[config.mk]
export PLATFORM = sky130hd
export DESIGN_NAME = spike_counter
export DESIGN_NICKNAME = d
export VERILOG_FILES = /design/src/rtl/spike_counter.sv
export VERILOG_INCLUDE_DIRS = /design/src /design/src/common
export SDC_FILE = /design/constraint.sdc
export NUM_CORES = 1
export LEC_CHECK = 0
export ABC_AREA = 1
export BUFFER_PORTS_ARGS = -buffer_cell sky130_fd_sc_hd__buf_4
export CAP_MARGIN = 20
export CORE_ASPECT_RATIO = 1.25
export CORE_MARGIN = 3
export CORE_UTILIZATION = 35
export CTS_BUF_LIST = sky130_fd_sc_hd__clkbuf_4
export DETAILED_ROUTE_END_ITERATION = 6
export GPL_ROUTABILITY_DRIVEN = 0
export GPL_TIMING_DRIVEN = 0
export HOLD_SLACK_MARGIN = 0.02
export PLACE_DENSITY_LB_ADDON = 0.12
export SLEW_MARGIN = 20
export SYNTH_ARGS = -nofsm -noshare
export SYNTH_HDL_FRONTEND = slang
export SYNTH_SLANG_ARGS = --single-unit
[constraint.sdc]
create_clock -name ep50trig -period 4.1 [get_ports ep50trig]
set_clock_uncertainty 0.05 [all_clocks]
set_input_delay 0.82 -clock ep50trig [delete_from_list [all_inputs] [get_ports ep50trig]]
set_output_delay 0.82 -clock ep50trig [all_outputs]
set_load 0.02 [all_outputs]
[src/common/cn_node_defs.svh]
`ifndef CN_NODE_DEFS_SVH
`define CN_NODE_DEFS_SVH

`define CN_DW          32              // axi data and parameter width

// register map, byte addresses
`define CN_A_LTP       32'h0000_0000
`define CN_A_LTD       32'h0000_0004
`define CN_A_PDELTA    32'h0000_0008
`define CN_A_GAIN      32'h0000_000C
`define CN_A_DIV       32'h0000_0010
`define CN_A_DRIVE     32'h0000_0014
`define CN_A_VMEM      32'h0000_0018   // read only
`define CN_A_SCOUNT    32'h0000_001C   // read only

`define CN_GAIN_RST    32'd1           // unity synaptic gain
`define CN_DIV_RST     32'd2           // step every 3 clocks after reset
`define CN_RESP_OKAY   2'b00
`define CN_RESP_SLVERR 2'b10

`define CN_STEPS       128             // neuron steps per sim tick

// neuron constants, signed q16.16
`define CN_V_REST      32'shFFBF_0000  // -65 mV
`define CN_V_PEAK      32'sh001E_0000  // +30 mV
`define CN_V_RESET     32'shFFBF_0000  // c = -65
`define CN_U_JUMP      32'sh0008_0000  // d = 8

`endif

[src/rtl/spike_counter.sv]
`timescale 1ns/1ps
`include "cn_node_defs.svh"

module spike_counter (
    input  logic              ep50trig,
    input  logic              reset_global,
    input  logic              i_tick,    // window boundary
    input  logic              i_spike,
    output logic [`CN_DW-1:0] o_count    // count of the last full window
);

    logic [`CN_DW-1:0] win_cnt;  // running count of the open window
    logic [`CN_DW-1:0] count_q;

    always_ff @(posedge ep50trig or posedge reset_global) begin
        if (reset_global) begin
            win_cnt <= '0;
            count_q <= '0;
        end else if (i_tick) begin
            count_q <= win_cnt;                    // publish closed window
            win_cnt <= {{(`CN_DW-1){1'b0}}, i_spike};  // spike on tick opens the new one
        end else if (i_spike) begin
            win_cnt <= win_cnt + 1'b1;
        end
    end

    assign o_count = count_q;

endmodule

==> metrics.txt <==
# TYPE chip_impl_metric gauge
chip_impl_info{name="outcome",value="completed"} 1
chip_impl_metric{name="syn-instance-count",unit=""} 392
chip_impl_metric{name="fin_crit",unit="ps"} 1850
chip_impl_metric{name="effective_utilization_at_floorplan",unit="%"} 36.6
chip_impl_info{name="cts.root.buffer_cell",value="clkbuf_4"} 1
chip_impl_metric{name="clock_insertion_delay_worst_skew",unit="ps"} 420
chip_impl_info{name="min_path_type",value="in -> async"} 1
chip_impl_metric{name="ff2ff_setup_slack",unit="ps"} 2440
chip_impl_info{name="synth_largest_area_cell",value="dfrtp_1"} 1
chip_impl_metric{name="synth.lib_cells_used.distinct",unit=""} 23
chip_impl_metric{name="hold_viol",unit=""} 0
chip_impl_metric{name="power.leakage",unit="nW"} 1.69
chip_impl_metric{name="antenna_cells",unit=""} 0
chip_impl_info{name="cp_top_family",value="flip-flops"} 1
chip_impl_metric{name="num_rows",unit=""} 37
chip_impl_info{name="unrepaired_setup_endpoints_after_global_routing",value="no"} 1
chip_impl_metric{name="tns",unit="ps"} 0
chip_impl_metric{name="avgSynthCellArea",unit="um^2"} 7.82
chip_impl_metric{name="grt_pass1_vias",unit=""} 2556
chip_impl_metric{name="crit_path_max_fanout",unit=""} 2
chip_impl_metric{name="drv_slew",unit=""} 0
chip_impl_metric{name="drt_pass1_iterations",unit=""} 4
chip_impl_info{name="cp_max_delay_cell",value="dfrtp_1"} 1
chip_impl_metric{name="synth_edf_count",unit=""} 0
chip_impl_metric{name="total_via_count_in_the_routed_design",unit=""} 2635
chip_impl_metric{name="num_io_pins",unit=""} 36
chip_impl_metric{name="final_util",unit="%"} 42.8
chip_impl_metric{name="max-cap-violations",unit=""} 0
chip_impl_metric{name="grt_pass1_wl",unit="um"} 12700
chip_impl_metric{name="drive_gt1_share",unit="%"} 17.4
chip_impl_metric{name="totalWireLength",unit="um"} 7320
chip_impl_metric{name="detail_route.vias_per_cell",unit=""} 4.71
chip_impl_metric{name="number_of_buffers_created_by_cts",unit=""} 9
chip_impl_metric{name="synth_seq_cells",unit=""} 64
chip_impl_metric{name="grt_antenna_before_repair",unit=""} 0
chip_impl_info{name="crit_chain",value="buf_4"} 1
chip_impl_metric{name="cts.reportedPaths.clkPinSlew",unit="ps"} 110
chip_impl_metric{name="max_freq",unit="MHz"} 539
chip_impl_info{name="layout.cells.most_common",value="nand2_1"} 1
chip_impl_metric{name="cts_resized",unit=""} 0
chip_impl_metric{name="critical_path.max_stage_delay",unit="ps"} 400
chip_impl_metric{name="htreeDepth",unit=""} 3
chip_impl_metric{name="drt_iter0_drcs",unit=""} 86
chip_impl_metric{name="synth_async_sr_flop_share",unit="%"} 100
chip_impl_metric{name="core_region_area",unit="mm^2"} 0.00838
chip_impl_metric{name="worst_ir_drop_vdd",unit="uV"} 115
chip_impl_metric{name="die_area",unit="mm^2"} 0.00993
chip_impl_metric{name="synth.cell_area",unit="mm^2"} 0.00307
chip_impl_metric{name="pwr_density_cell",unit="mW/mm^2"} 296
chip_impl_metric{name="fin_ws",unit="ps"} 2250
chip_impl_metric{name="critical_path_buf_inv_count",unit=""} 1
chip_impl_metric{name="drc",unit=""} 0
chip_impl_metric{name="clk_path_buf_depth",unit=""} 2
chip_impl_metric{name="postCtsHoldBufs",unit=""} 0
chip_impl_info{name="synth_ff_type",value="dfrtp_1"} 1
chip_impl_metric{name="period_share",unit="%"} 45.2
chip_impl_metric{name="clock_sink_count",unit=""} 64
chip_impl_metric{name="synth.yosys.seq_area_share",unit="%"} 52.2
chip_impl_metric{name="die_h",unit="um"} 111
chip_impl_metric{name="syn-num-nets",unit=""} 397
chip_impl_info{name="critical_path.endpoint_type",value="output pin"} 1
chip_impl_info{name="final_cell_mix",value="nand2_1, dfrtp_1, nor2_1"} 1
chip_impl_info{name="synthTopCellsByArea",value="dfrtp_1, nand2_1, nor2_1, a21oi_1, nand3_1"} 1
chip_impl_metric{name="ant_nets",unit=""} 0
chip_impl_metric{name="grt_remaining_overflow",unit=""} 0
chip_impl_metric{name="finalNetCount",unit=""} 442
chip_impl_metric{name="drt-wirelength-per-cell",unit="um"} 13.1
chip_impl_metric{name="arrival_time_of_data_at_the_critical_path_endpoint",unit="ps"} 980
chip_impl_metric{name="io_buffers",unit=""} 33
chip_impl_metric{name="setup_viol",unit=""} 0
chip_impl_metric{name="synth_warnings",unit=""} 0
chip_impl_info{name="cts_tree",value="yes"} 1
chip_impl_metric{name="tightestPinTransition",unit="ps"} 539
chip_impl_metric{name="detailed_place_hpwl",unit="um"} 5460
chip_impl_metric{name="postCtsSetupRepairBufs",unit=""} 0
chip_impl_metric{name="total_routing_usage_reported_by_global_routing",unit="%"} 15.9
chip_impl_metric{name="yosys.area.top_type_share",unit="%"} 52.2
chip_impl_metric{name="floorplan.die.width",unit="um"} 89.7
chip_impl_metric{name="cp.required",unit="ps"} 3230
chip_impl_info{name="kind_of_start_point_of_the_critical_path",value="register"} 1
chip_impl_info{name="crit_type",value="reg -> out"} 1
chip_impl_metric{name="post-place-ws",unit="ps"} 2030
chip_impl_metric{name="grt_start_max_net_pins",unit=""} 35
chip_impl_metric{name="worst_slew_margin_rel",unit="%"} 64.0
chip_impl_metric{name="layout.filler_cells",unit=""} 917
chip_impl_metric{name="layout-area-overhead-vs-synth",unit="%"} 17.1
[sequential cells by signal, indices dropped and copies added (netlist names)]
signal	cells
o_count	32
win_cnt	32
[worst paths after layout]
check / startpoint / endpoint / cells past startpoint
setup / recovery: o_count[29]$_DFFE_PP0P_ / o_count[29] / 1
hold / removal: reset_global / o_count[0]$_DFFE_PP0P_ / 2
setup reg to reg: win_cnt[1]$_DFFE_PP0P_ / win_cnt[22]$_DFFE_PP0P_ / 8
hold reg to reg: o_count[7]$_DFFE_PP0P_ / o_count[7]$_DFFE_PP0P_ / 2
max in group asynchronous: reset_global / o_count[13]$_DFFE_PP0P_ / 3
min in group ep50trig: o_count[7]$_DFFE_PP0P_ / o_count[7]$_DFFE_PP0P_ / 2
[per-stage QoR]
step / instance area (um^2) / power (W) / cells / hold slack [ps]
detailed placement: 3480 / 0.000721 / 543 / 410
global route: 3590 / 0.00111 / 559 / 357
floorplan: 3070 / 0.000695 / 392 / 407
finish: 3590 / 0.00106 / 559 / 339
global placement: 3460 / 0.000718 / 542 / 405
CTS: 3590 / 0.00108 / 559 / 332
[area by class of cell]
class / instances / area, um^2 / share of cell area, %
Clock inverter: 7 / 38.8 / 1.08
Clock buffer: 9 / 67.6 / 1.88
Buffer: 11 / 46.3 / 1.29
Inverter: 22 / 85.1 / 2.37
Timing Repair Buffer: 34 / 268 / 7.46
Sequential cell: 64 / 1600 / 44.6
Multi-Input combinational cell: 295 / 1340 / 37.2
Tap cell: 117 / 146 / 4.08
[cell families after synthesis]
group,share of synthesized area [%]
XOR/XNOR,0.286
buffers and inverters,4.20
flip-flops,52.2
AO/OA/AOI/OAI,7.10
adder cells (fa/ha/maj),0.408
AND/OR/NAND/NOR,35.8
[Yosys cell counts (3+ instances only)]
cell type and instances:
nand2_1 144, dfrtp_1 64, o21ai_0 18, nor2_1 54, nor2_2 6, nor2_4 9
a21oi_1 24, nand4_1 5, inv_1 19, nand3_1 21, clkbuf_1 8, inv_2 3
nand2_2 7
[power breakdown]
group          internal, W  switching (W)
Sequential        0.000637     0.00000640
Clock             0.000117       0.000241
Combinational    0.0000174      0.0000453
[per-layer routing]
| layer | part of all wire [%] | track usage (%) | vias to the layer above |
|---|---|---|---|
| met4 | 1.7 | 6.65 | 0 |
| met5 | 0 | 0 | - |
| met3 | 3.8 | 3.12 | 10 |
| met2 | 50 | 26.8 | 44 |
| met1 | 45 | 19.8 | 1247 |
| li1 | - | - | 1334 |
No activity file was read; power rests on OpenSTA's default activity.
