`config.mk`:
```
export PLATFORM = sky130hd
export DESIGN_NAME = synapse
export DESIGN_NICKNAME = d
export VERILOG_FILES = /design/src/common/cn_node_pkg.sv /design/src/synapse/synapse.sv
export VERILOG_INCLUDE_DIRS = /design/src /design/src/common
export SDC_FILE = /design/constraint.sdc
export NUM_CORES = 2
export LEC_CHECK = 0
export ABC_CLOCK_PERIOD_IN_PS = 33300
export BUFFER_PORTS_ARGS = -buffer_cell sky130_fd_sc_hd__buf_2
export CAP_MARGIN = 15
export CORE_MARGIN = 2
export CORE_UTILIZATION = 61
export DETAILED_ROUTE_END_ITERATION = 8
export PLACE_DENSITY = 0.78
export SYNTH_ARGS = -nofsm -noshare
export SYNTH_HDL_FRONTEND = slang
export SYNTH_SLANG_ARGS = --single-unit
export TNS_END_PERCENT = 10
```
`constraint.sdc`:
```
create_clock -name ep50trig -period 33.3 [get_ports ep50trig]
set_input_delay 3.33 -clock ep50trig [delete_from_list [all_inputs] [get_ports ep50trig]]
set_output_delay 3.33 -clock ep50trig [all_outputs]
set_load 0.01 [all_outputs]
```
`src/common/cn_node_defs.svh`:
```
`ifndef CN_NODE_DEFS_SVH
`define CN_NODE_DEFS_SVH

`define CN_DW          32              // axi data and parameter width

// register map, byte addresses
`define CN_A_LTP       32'h0000_0000
`define CN_A_LTD       32'h0000_0004
`define CN_A_PDELTA    32'h0000_0008
`define CN_A_GAIN      32'h0000_000C
`define CN_A_DIV       32'h0000_0010
`define CN_A_DRIVE     32'h0000_0014
`define CN_A_VMEM      32'h0000_0018   // read only
`define CN_A_SCOUNT    32'h0000_001C   // read only

`define CN_GAIN_RST    32'd1           // unity synaptic gain
`define CN_DIV_RST     32'd2           // step every 3 clocks after reset
`define CN_RESP_OKAY   2'b00
`define CN_RESP_SLVERR 2'b10

`define CN_STEPS       128             // neuron steps per sim tick

// neuron constants, signed q16.16
`define CN_V_REST      32'shFFBF_0000  // -65 mV
`define CN_V_PEAK      32'sh001E_0000  // +30 mV
`define CN_V_RESET     32'shFFBF_0000  // c = -65
`define CN_U_JUMP      32'sh0008_0000  // d = 8

`endif

```
`src/common/cn_node_pkg.sv`:
```
`include "cn_node_defs.svh"

package cn_node_pkg;

    // learning and gain words shared by all synapses
    typedef struct packed {
        logic [`CN_DW-1:0] ltp;      // potentiation step
        logic [`CN_DW-1:0] ltd;      // depression step
        logic [`CN_DW-1:0] p_delta;  // fixed current kick per pre spike
        logic [`CN_DW-1:0] gain;     // current multiplier
    } syn_params_t;

    typedef struct packed {
        syn_params_t       syn;
        logic [`CN_DW-1:0] drive;    // extra drive current, q16.16
        logic [`CN_DW-1:0] div;      // clocks per step minus one
    } node_params_t;

    // host to dut
    typedef struct packed {
        logic [`CN_DW-1:0]   awaddr;
        logic                awvalid;
        logic [`CN_DW-1:0]   wdata;
        logic [`CN_DW/8-1:0] wstrb;
        logic                wvalid;
        logic                bready;
        logic [`CN_DW-1:0]   araddr;
        logic                arvalid;
        logic                rready;
    } axil_req_t;

    // dut to host
    typedef struct packed {
        logic              awready;
        logic              wready;
        logic [1:0]        bresp;
        logic              bvalid;
        logic              arready;
        logic [`CN_DW-1:0] rdata;
        logic [1:0]        rresp;
        logic              rvalid;
    } axil_rsp_t;

    typedef struct packed {
        logic step;  // one neuron update
        logic tick;  // end of sim tick, always with step
    } tick_t;

endpackage

```
`src/synapse/synapse.sv`:
```
`timescale 1ns/1ps
`include "cn_node_defs.svh"

module synapse import cn_node_pkg::*; (
    input  logic              ep50trig,
    input  logic              reset_global,
    input  logic              i_step,
    input  logic              i_spike_pre,   // presynaptic spike, any cycle
    input  logic              i_spike_post,  // neuron spike, one cycle after a step
    input  syn_params_t       i_params,
    output logic [`CN_DW-1:0] o_each_i       // gained current, low word
);

    logic                     pre_lat;
    logic                     post_lat;
    logic                     pre_now;
    logic                     post_now;
    logic [7:0]               pre_hist;   // pre spikes of the last 8 steps
    logic [7:0]               post_hist;
    logic [`CN_DW-1:0]        w_q;
    logic [`CN_DW:0]          w_add;
    logic [`CN_DW-1:0]        w_pot;
    logic [`CN_DW-1:0]        w_nxt;
    logic signed [`CN_DW-1:0] cur_q;
    logic signed [`CN_DW-1:0] cur_half;
    logic signed [`CN_DW-1:0] cur_nxt;
    logic [`CN_DW-1:0]        kick;

    // spikes between steps are held so the step sees them
    assign pre_now  = pre_lat | i_spike_pre;
    assign post_now = post_lat | i_spike_post;

    always_comb begin
        w_add = {1'b0, w_q} + {1'b0, i_params.ltp};
        w_pot = w_q;
        if (pre_now && |post_hist) begin
            w_pot = w_add[`CN_DW] ? '1 : w_add[`CN_DW-1:0];  // saturate high
        end
        w_nxt = w_pot;
        if (post_now && |pre_hist) begin
            w_nxt = (w_pot > i_params.ltd) ? w_pot - i_params.ltd : '0;  // floor at zero
        end
        kick     = pre_now ? w_nxt + i_params.p_delta : '0;
        cur_half = cur_q >>> 1;  // decay by half, sign kept
        cur_nxt  = cur_half + signed'(kick);
    end

    always_ff @(posedge ep50trig or posedge reset_global) begin
        if (reset_global) begin
            pre_lat   <= 1'b0;
            post_lat  <= 1'b0;
            pre_hist  <= '0;
            post_hist <= '0;
            w_q       <= '0;
            cur_q     <= '0;
            o_each_i  <= '0;
        end else if (i_step) begin
            pre_lat   <= 1'b0;
            post_lat  <= 1'b0;
            pre_hist  <= {pre_hist[6:0], pre_now};
            post_hist <= {post_hist[6:0], post_now};
            w_q       <= w_nxt;
            cur_q     <= cur_nxt;
            o_each_i  <= cur_nxt * i_params.gain;  // low 32 bits only
        end else begin
            pre_lat  <= pre_now;
            post_lat <= post_now;
        end
    end

endmodule
```
==> qor.csv <==
stage;metric;value;unit
yosys;synth_top_family_by_area;adder cells;
floorplan;dieArea;44900;µm²
yosys;synth_compound_area_frac;0.110;
timing;period_minus_slack;23.03;ns
yosys;synth_warnings;0;
detailed_routing;routedWlPerCell;19.1;µm
critical_path;path_class;input port to flip-flop;
grt;grt_util_met2;0.548;
timing;max_freq;43.4;MHz
flow_run;drv_cap;0;
worst_hold_path;hold_end;o_each_i[1];
finish;synthToLayoutAreaGrowth;7.59;%
finish;ff_latch_area;2830;µm²
detailed_routing;avgViaCountPerCell;5.76;
critical_path;cp-start-kind;input port;
run_status;status;finished clean;
timing;skew;0.0100;ns
yosys;synth-simple-area-share;0.146;
worst_hold_path;hold_path.class;flip-flop to flip-flop;
grt;antenna_found_initial;0;
critical_path;r2r-start;w_q[0];
worst_hold_path;min_path_cells;1;
timing;maxSlewHeadroom;0.244;
finish;fillerInstances;3461;
grt;grt_first_pass_wirelength;114000;µm
finish;final_common_cell;inv_1;
yosys;netlist_instances;2972;
grt;gr-total-overflow;0;
finish;multi_input_area;21200;µm²
critical_path;max_stage_delay;0.87;ns
finish;nets;3854;
critical_path;reg2reg_depth;81;
placement;dpl.hpwl;55300;µm
yosys;synthDistinctLibCells;68;
grt;grt_util_met1;0.418;
grt;first_global_vias;22426;
floorplan;io_pins;165;
floorplan;core-area;42900;µm²
finish;final_cell_mix;526 x inv_1, 412 x fa_1, 383 x nand2_1, 249 x ha_1, 186 x and2_1;
placement;place_congestion;0.980;
detailed_routing;vias;21058;
clock_network;clock_path_buffers;2;
critical_path;r2r_slack;12.83;ns
clock_network;cts_setup_buffers;0;
critical_path;crit_required;33.67;ns
yosys;synth.net_count;3766;
clock_network;cts_made_buffers;17;
timing;post-route-period-util;0.692;
grt;track_usage;0.325;
floorplan;initial_core_util;0.615;
yosys;seq_area_frac_synth;0.107;
clock_network;root_buffer;clkbuf_16;
timing;tightest_slew;1.13;ns
timing;finalHoldWorstSlack;0.501;ns
yosys;async_flop_share;1.00;
placement;port-buffer-count;164;
clock_network;clkLatencyLatePin;0.45;ns
yosys;synth_seq_cells;113;
clock_network;cts_tree;built;
clock_network;clk_transition_reported_paths;0.06;ns
finish;antenna_cells;0;
critical_path;cp.arrival;23.41;ns
yosys;syn_area;26400;µm²
clock_network;cts_max_level;4;
clock_network;cts_hold_buffers;0;
yosys;avgSynthCellArea;8.87;µm²
detailed_routing;drtPass1Iterations;5;
finish;fin_area;28400;µm²
clock_network;cts_resized;0;
clock_network;cts.sinks;113;
timing;rsz0062_at_grt;no;
timing;setup_viol;0;
yosys;synth-adder-area-share;0.431;
detailed_routing;drtIter0Drc;1317;
timing;hold_violations;0;
critical_path;critPathCaptureType;flip-flop;
floorplan;die_y;212;µm
placement;placed_area;27800;µm²
critical_path;path_max_fanout;34;
grt;grt_max_degree;75;
floorplan;num_rows;76;
critical_path;rr_endpoint;o_each_i[31];
worst_hold_path;min_from;o_each_i[1];
yosys;yosys.area_share.xor_xnor;0.0709;
detailed_routing;wl;69900;µm
floorplan;die_width;212;µm
yosys;synth_ff_type;dfrtp_1;
finish;drive_above_1_share;0.114;
timing;slew_violations;0;
grt;grt_busiest_layer;met2;
timing;setup_tns;0;ns
yosys;synthMuxAreaShare;0.0418;
detailed_routing;route.detailed.drc;0;
critical_path;slowest_stage;o21ai_1;
grt;use_met3;0.0491;
yosys;synth_edf_count;0;
detailed_routing;final_antenna_net_count;0;
==> Yosys cell counts, types with 6 or more instances <==
library cell  instances  area [µm²]
buf_1                 6        22.5
and3_1               16         100
or2_2                 7        43.8
nand2_1             383        1440
o31ai_1              11        82.6
nor4_1                6        37.5
fa_1                412        8250
o21bai_1             39         293
mux2_2               97        1090
a211oi_1             11        82.6
o21ai_1               6        30.0
nor2b_1              25         156
nand4_1              15        93.8
a21o_1               83         623
dfrtp_1             113        2830
xnor2_1             151        1320
ha_1                249        3120
o21ai_0              49         245
a31oi_1               7        43.8
inv_1               527        1980
nand3_1              17        85.1
nor2_1              104         390
nor3_1               14        70.1
xor2_1               38         333
and2_1              186        1160
o22ai_1               8        50.1
nand2b_1             20         125
a21oi_1             142         711
a22o_1               16         140
o22a_1               27         236
clkbuf_1            115         432
==> through the flow <==
step	cells	setup slack, ns	util
after floorplan	2972	12.21	-
after global routing	3657	9.40	0.661
after global placement	3626	10.67	0.647
final	3657	10.27	0.661
after CTS	3657	10.56	0.661
after detailed placement	3626	10.10	0.647
==> sequential cells by signal, summed over array words and instances, names as in the netlist <==
register / cells
post_hist: 8
pre_hist: 8
w_q: 32
post_lat: 1
pre_lat: 1
o_each_i: 32
cur_q: 31
==> area by class of cell <==
type | count | share of cell area
tap | 585 | 0.0258
clock inverter | 10 | 0.00565
inverter | 527 | 0.0698
clock buffer | 21 | 0.0159
timing repair buffer | 193 | 0.0367
multi-input combinational | 2208 | 0.746
sequential | 113 | 0.0997
==> metal layers <==
layer | vias up | routed length [µm]
li1 | 9555 | -
met1 | 10493 | 28700
met2 | 820 | 33700
met3 | 190 | 4600
met4 | 0 | 2900
met5 | - | 0
==> worst max-delay path by stage <==
stage                            start           end  cells after the start  slack (ns)
after global placement    i_params[96]  o_each_i[31]                     82       10.67
final                     i_params[96]  o_each_i[31]                     82       10.27
after detailed placement  i_params[96]  o_each_i[31]                     82       10.10
after CTS                 i_params[96]  o_each_i[31]                     82       10.56
after floorplan           i_params[96]  o_each_i[31]                     86       12.21
after global routing      i_params[96]  o_each_i[31]                     83        9.40
==> cells by family (layout without fill, tap and decap cells) <==
family                     count (synthesis)  after routing
buffers and inverters                    651            751
DFF                                      113            113
and+or+nand+nor                          810            810
adders and majority gates                661            661
xor gates and xnor gates                 199            199
AOI/OAI and AO/OA                        440            440
muxes                                     98             98
==> worst max-delay path: cells and delay by family <==
family                     cells  cell delay (ns)
adders and majority gates     14             5.91
AOI/OAI and AO/OA             37             8.37
xor gates and xnor gates      18             4.20
and+or+nand+nor                5             0.46
buffers and inverters          8             1.13
Power is left out: the tool's default activity adds up to more than one toggle a clock period on the data nets, which glitch-free logic cannot reach.
