==> src/common/cn_node_defs.svh <==
`ifndef CN_NODE_DEFS_SVH
`define CN_NODE_DEFS_SVH

`define CN_DW          32              // axi data and parameter width

// register map, byte addresses
`define CN_A_LTP       32'h0000_0000
`define CN_A_LTD       32'h0000_0004
`define CN_A_PDELTA    32'h0000_0008
`define CN_A_GAIN      32'h0000_000C
`define CN_A_DIV       32'h0000_0010
`define CN_A_DRIVE     32'h0000_0014
`define CN_A_VMEM      32'h0000_0018   // read only
`define CN_A_SCOUNT    32'h0000_001C   // read only

`define CN_GAIN_RST    32'd1           // unity synaptic gain
`define CN_DIV_RST     32'd2           // step every 3 clocks after reset
`define CN_RESP_OKAY   2'b00
`define CN_RESP_SLVERR 2'b10

`define CN_STEPS       128             // neuron steps per sim tick

// neuron constants, signed q16.16
`define CN_V_REST      32'shFFBF_0000  // -65 mV
`define CN_V_PEAK      32'sh001E_0000  // +30 mV
`define CN_V_RESET     32'shFFBF_0000  // c = -65
`define CN_U_JUMP      32'sh0008_0000  // d = 8

`endif

==> src/common/cn_node_pkg.sv <==
`include "cn_node_defs.svh"

package cn_node_pkg;

    // learning and gain words shared by all synapses
    typedef struct packed {
        logic [`CN_DW-1:0] ltp;      // potentiation step
        logic [`CN_DW-1:0] ltd;      // depression step
        logic [`CN_DW-1:0] p_delta;  // fixed current kick per pre spike
        logic [`CN_DW-1:0] gain;     // current multiplier
    } syn_params_t;

    typedef struct packed {
        syn_params_t       syn;
        logic [`CN_DW-1:0] drive;    // extra drive current, q16.16
        logic [`CN_DW-1:0] div;      // clocks per step minus one
    } node_params_t;

    // host to dut
    typedef struct packed {
        logic [`CN_DW-1:0]   awaddr;
        logic                awvalid;
        logic [`CN_DW-1:0]   wdata;
        logic [`CN_DW/8-1:0] wstrb;
        logic                wvalid;
        logic                bready;
        logic [`CN_DW-1:0]   araddr;
        logic                arvalid;
        logic                rready;
    } axil_req_t;

    // dut to host
    typedef struct packed {
        logic              awready;
        logic              wready;
        logic [1:0]        bresp;
        logic              bvalid;
        logic              arready;
        logic [`CN_DW-1:0] rdata;
        logic [1:0]        rresp;
        logic              rvalid;
    } axil_rsp_t;

    typedef struct packed {
        logic step;  // one neuron update
        logic tick;  // end of sim tick, always with step
    } tick_t;

endpackage

==> src/rtl/tick_gen.sv <==
`timescale 1ns/1ps
`include "cn_node_defs.svh"

module tick_gen import cn_node_pkg::*; (
    input  logic              ep50trig,
    input  logic              reset_global,
    input  logic [`CN_DW-1:0] i_div,   // clocks per step minus one
    output tick_t             o_tick
);

    localparam int SW = $clog2(`CN_STEPS);

    logic [`CN_DW-1:0] cyc_cnt;
    logic [SW-1:0]     step_cnt;
    logic              step_hit;

    assign step_hit = (cyc_cnt >= i_div);  // >= so a lowered div does not run the count away

    always_ff @(posedge ep50trig or posedge reset_global) begin
        if (reset_global) begin
            cyc_cnt  <= '0;
            step_cnt <= '0;
        end else if (step_hit) begin
            cyc_cnt  <= '0;
            step_cnt <= step_cnt + 1'b1;  // wraps every CN_STEPS steps
        end else begin
            cyc_cnt <= cyc_cnt + 1'b1;
        end
    end

    assign o_tick.step = step_hit;
    assign o_tick.tick = step_hit && (step_cnt == SW'(`CN_STEPS - 1));

    // a tick rides on a step and is never followed by another tick
    a_tick_on_step: assert property (@(posedge ep50trig) disable iff (reset_global)
        o_tick.tick |-> o_tick.step ##1 !o_tick.tick);

endmodule

==> config.mk <==
export PLATFORM = sky130hd
export DESIGN_NAME = tick_gen
export DESIGN_NICKNAME = d
export VERILOG_FILES = /design/src/common/cn_node_pkg.sv /design/src/rtl/tick_gen.sv
export VERILOG_INCLUDE_DIRS = /design/src /design/src/common
export SDC_FILE = /design/constraint.sdc
export NUM_CORES = 1
export LEC_CHECK = 0
export ABC_AREA = 1
export BUFFER_PORTS_ARGS = -buffer_cell sky130_fd_sc_hd__buf_2
export CORE_ASPECT_RATIO = 1.2
export CORE_MARGIN = 2
export CORE_UTILIZATION = 55
export CTS_BUF_LIST = sky130_fd_sc_hd__clkbuf_8
export DETAILED_ROUTE_END_ITERATION = 8
export MAX_ROUTING_LAYER = met4
export PLACE_DENSITY = 0.86
export SLEW_MARGIN = 5
export SYNTH_ARGS = -nofsm -noshare
export SYNTH_HDL_FRONTEND = slang
export SYNTH_SLANG_ARGS = --single-unit
==> constraint.sdc <==
create_clock -name ep50trig -period 2.05 [get_ports ep50trig]
set_input_delay 0.41 -clock ep50trig [delete_from_list [all_inputs] [get_ports ep50trig]]
set_output_delay 0.41 -clock ep50trig [all_outputs]
set_load 0.1 [all_outputs]
==> run metrics <==
outcome=finished, violations left; violations in the final reports=setup timing; final core area utilization=71.37%; crit path time final=2.329 ns; Rows=29; remaining global-route overflow=0; critical path's top delay family=simple AND/OR/NAND/NOR gates; total half-perimeter wirelength after legalization and detailed placement=5.508 mm; number of diodes=0; number of filler instances in the final layout=422; WP data required=1.64 ns; critical-path cell list=ha_4 -> nand4_1 -> nor2_1 -> nor2_1 -> nand2_1 -> nand2_1 -> nand2_2 -> nand2_4 -> a21oi_4 -> buf_12; number of vias after detailed routing=2,830; Antenna Nets Post-Route=0; Hold Path Class=input port to asynchronous set/reset pin; total power divided by cell area=354.4 nW/um2; count of routing violations after the opening detailed-route iteration=154; boundary pin count=36; least setup slack across all paths after layout=-0.2793 ns; proportion of synthesized flip-flops having asynchronous set or reset=100.0%; DRC violations left=0; root buf cell=sky130_fd_sc_hd__clkbuf_8; minimum setup slack among reg-to-reg paths=0.22 ns; mean cell area of the mapped netlist=7.640 um2; largest net degree at the start of global routing=40; area of the mapped netlist=3087 um2; normalized max-slew margin=66.65%; worst ir drop on vdd=0.4078 mV; number of unique standard cell types used by synthesis=33; vias in the first global route=2,938; layout-stage area growth over the synthesis result=24.16%; Gate Count Post-Synth=404; net count of the mapped netlist=472; Sinks on Clock Net=39; fin crit share=113.6%; global-route usage over all layers=25.15%; Floorplan Core Area=5370 um2; Top FF cell, synth=sky130_fd_sc_hd__dfrtp_1; CTS H-tree lvls=2; Port Buf Inserts=35; fraction of the yosys area taken by sequential cells=31.62%; crit path buf inv count=1; portion of total power attributed to the clock network=34.2%; cell-internal power=1047 uW; final hold violation count=0; reg-to-reg critical path startpoint=cyc_cnt[2]; number of synthesized flops with an enable pin=0; synthesized flop and latch total=39; GPL Wtd Cong=0.9522; setup violation total in the final timing report=2; Vias/cell=5.212; proportion of power drawn by combinational gates=8.9%; Data arrival, critical path=1.92 ns; maximum fanout along the worst path=4; max-slew violation count=0; critical path capture point type=output port; setup repair after global routing missed its margin=yes; fraction of layout cells with a size suffix above 1=26.61%; NetSw=311.0 uW; CTS tree=built; net total in the final layout=550; net switching fraction of the power=22.90%; DIE AREA=6230 um2; YS warnings=0; count of max-cap constraint violations=0; average wire per cell in the routed design=13.02 um; detailed-routing iteration count for the pre-antenna-repair pass=5; WP depth=10; Largest stage delay, worst path=0.42 ns; maximum clock frequency=0.4293 GHz; initial core utilization=57.48%; pin slew with the least headroom to its limit=0.5003 ns; worst r2r path cells=11; Critical Path Slowest Stage Cell=sky130_fd_sc_hd__dfrtp_1; endpoint of the worst-slack reg-to-reg timing path=cyc_cnt[23]; wire length of the first global-routing pass=12.19 mm; aggregate routed wire length=7.071 mm; relative contribution of sequential cells to total power=56.9%; Worst Setup Path Type=register to output port; CTS Buf Count=5; clock slew at the register clock pins of the worst setup and hold paths=0.07 ns; type of element launching the critical path=register; reported leakage power=0.002030 uW; Die Width=72.39 um; number of antenna violations at the first check in global routing=0; maximum clock path buffer count=2; Clock Skew=0.004281 ns; overall power=1358 uW; insertion delay to the later sink of the worst-skew pair=0.28 ns; die span in y=86.07 um
-- tightest hold or removal path, cell delays in order --
cell	delay (ns)
sky130_fd_sc_hd__buf_2	0.09
sky130_fd_sc_hd__inv_1	0.04
sky130_fd_sc_hd__buf_4	0.42
-- kinds of logic after synthesis --
logic type / count (synthesis) / synth area share (%)
xor gates and xnor gates: 30 / 8.512
and+or+nand+nor: 214 / 32.75
AOI/OAI and AO/OA: 25 / 4.702
buffers and inverters: 62 / 8.634
DFF: 39 / 31.62
adders and majority gates: 34 / 13.78
-- cell usage in the layout (no fill, tap or decap), types with 4 or more instances in the layout --
| cell | synthesis | routed |
|---|---|---|
| sky130_fd_sc_hd__a21oi_1 | 16 | 15 |
| sky130_fd_sc_hd__buf_2 | 0 | 33 |
| sky130_fd_sc_hd__buf_4 | 1 | 40 |
| sky130_fd_sc_hd__clkbuf_8 | 0 | 5 |
| sky130_fd_sc_hd__dfrtp_1 | 39 | 39 |
| sky130_fd_sc_hd__ha_1 | 34 | 27 |
| sky130_fd_sc_hd__ha_4 | 0 | 7 |
| sky130_fd_sc_hd__inv_1 | 55 | 54 |
| sky130_fd_sc_hd__inv_2 | 2 | 4 |
| sky130_fd_sc_hd__nand2_1 | 93 | 87 |
| sky130_fd_sc_hd__nand2_2 | 3 | 8 |
| sky130_fd_sc_hd__nand2_4 | 3 | 4 |
| sky130_fd_sc_hd__nand3_1 | 16 | 16 |
| sky130_fd_sc_hd__nand4_1 | 9 | 9 |
| sky130_fd_sc_hd__nor2_1 | 59 | 56 |
| sky130_fd_sc_hd__nor2_2 | 8 | 10 |
| sky130_fd_sc_hd__nor3_1 | 7 | 7 |
| sky130_fd_sc_hd__nor3_2 | 5 | 5 |
| sky130_fd_sc_hd__xnor2_1 | 11 | 11 |
| sky130_fd_sc_hd__xor2_1 | 19 | 19 |
-- stage by stage --
| stage | worst slack (ns) | hold slack (ns) | TNS [ns] | std cells | cell area, um2 |
|---|---|---|---|---|---|
| floorplan | -0.1779 | 0.4997 | -0.2957 | 404 | 3115 |
| global placement | -0.1449 | 0.5235 | -0.3583 | 533 | 3616 |
| detailed placement | -0.1758 | 0.5298 | -0.6418 | 533 | 3616 |
| CTS | -0.2838 | 0.2431 | -0.5328 | 542 | 3799 |
| global route | -0.4046 | 0.2823 | -0.7773 | 543 | 3832 |
| finish | -0.2793 | 0.2309 | -0.5170 | 543 | 3832 |
-- worst max-delay path by stage --
stage	from	end	slack, ns
after floorplan	cyc_cnt[0]	o_tick[0]	-0.18
after global placement	i_div[31]	o_tick[0]	-0.14
after detailed placement	i_div[31]	o_tick[0]	-0.18
after CTS	cyc_cnt[2]	o_tick[0]	-0.28
after global routing	cyc_cnt[0]	o_tick[0]	-0.40
final	cyc_cnt[2]	o_tick[0]	-0.28
-- sequential cells by signal, indices dropped and copies added (netlist names) --
signal	flops
cyc_cnt	32
step_cnt	7
-- synth_stat cells, types with 7 or more instances --
master	count	area (um2)
sky130_fd_sc_hd__dfrtp_1	39	975.9
sky130_fd_sc_hd__nand3_1	16	80.08
sky130_fd_sc_hd__nand2_1	93	349.1
sky130_fd_sc_hd__nor2_1	59	221.5
sky130_fd_sc_hd__nand4_1	9	56.30
sky130_fd_sc_hd__inv_1	55	206.5
sky130_fd_sc_hd__nor3_1	7	35.03
sky130_fd_sc_hd__xor2_1	19	166.4
sky130_fd_sc_hd__nor2_2	8	50.05
sky130_fd_sc_hd__a21oi_1	16	80.08
sky130_fd_sc_hd__ha_1	34	425.4
sky130_fd_sc_hd__xnor2_1	11	96.34
-- final cells by class --
cell class                      instances  area [um2]  share of cell area (%)
Tap cell                               62       77.57                   2.024
Timing Repair Buffer                   76       516.7                   13.48
Clock inverter                          1       3.754                 0.09794
Multi-Input combinational cell        303        1976                   51.55
Inverter                               57       214.0                   5.583
Clock buffer                            5       68.82                   1.796
Sequential cell                        39       975.9                   25.47
-- metal layers --
metal | routed length [um] | global-route usage [%] | up-vias
met4 | 175 | 8.249 | 0
met3 | 241 | 2.703 | 14
met5 | 0 | - | -
met2 | 3813 | 47.12 | 76
li1 | - | - | 1432
met1 | 2841 | 27.24 | 1308
-- timing repair --
| item | CTS | global route |
|---|---|---|
| buffers inserted | 3 | 1 |
| pin swaps | 11 | 5 |
| endpoints found under the setup margin | 2 | 26 |
| resized for setup | 12 | 6 |
| hold buffers | 0 | 0 |
-- power groups by stage --
stage          combinational [uW]  sequential (uW)  clock [uW]
2_1_floorplan                61.4              787           0
3_3_place_gp                  102              787           0
3_5_place_dp                  109              787           0
4_1_cts                       119              772         475
5_1_grt                       142              772         505
6_report                      121              772         465
Power figures use the tool's default switching activity.
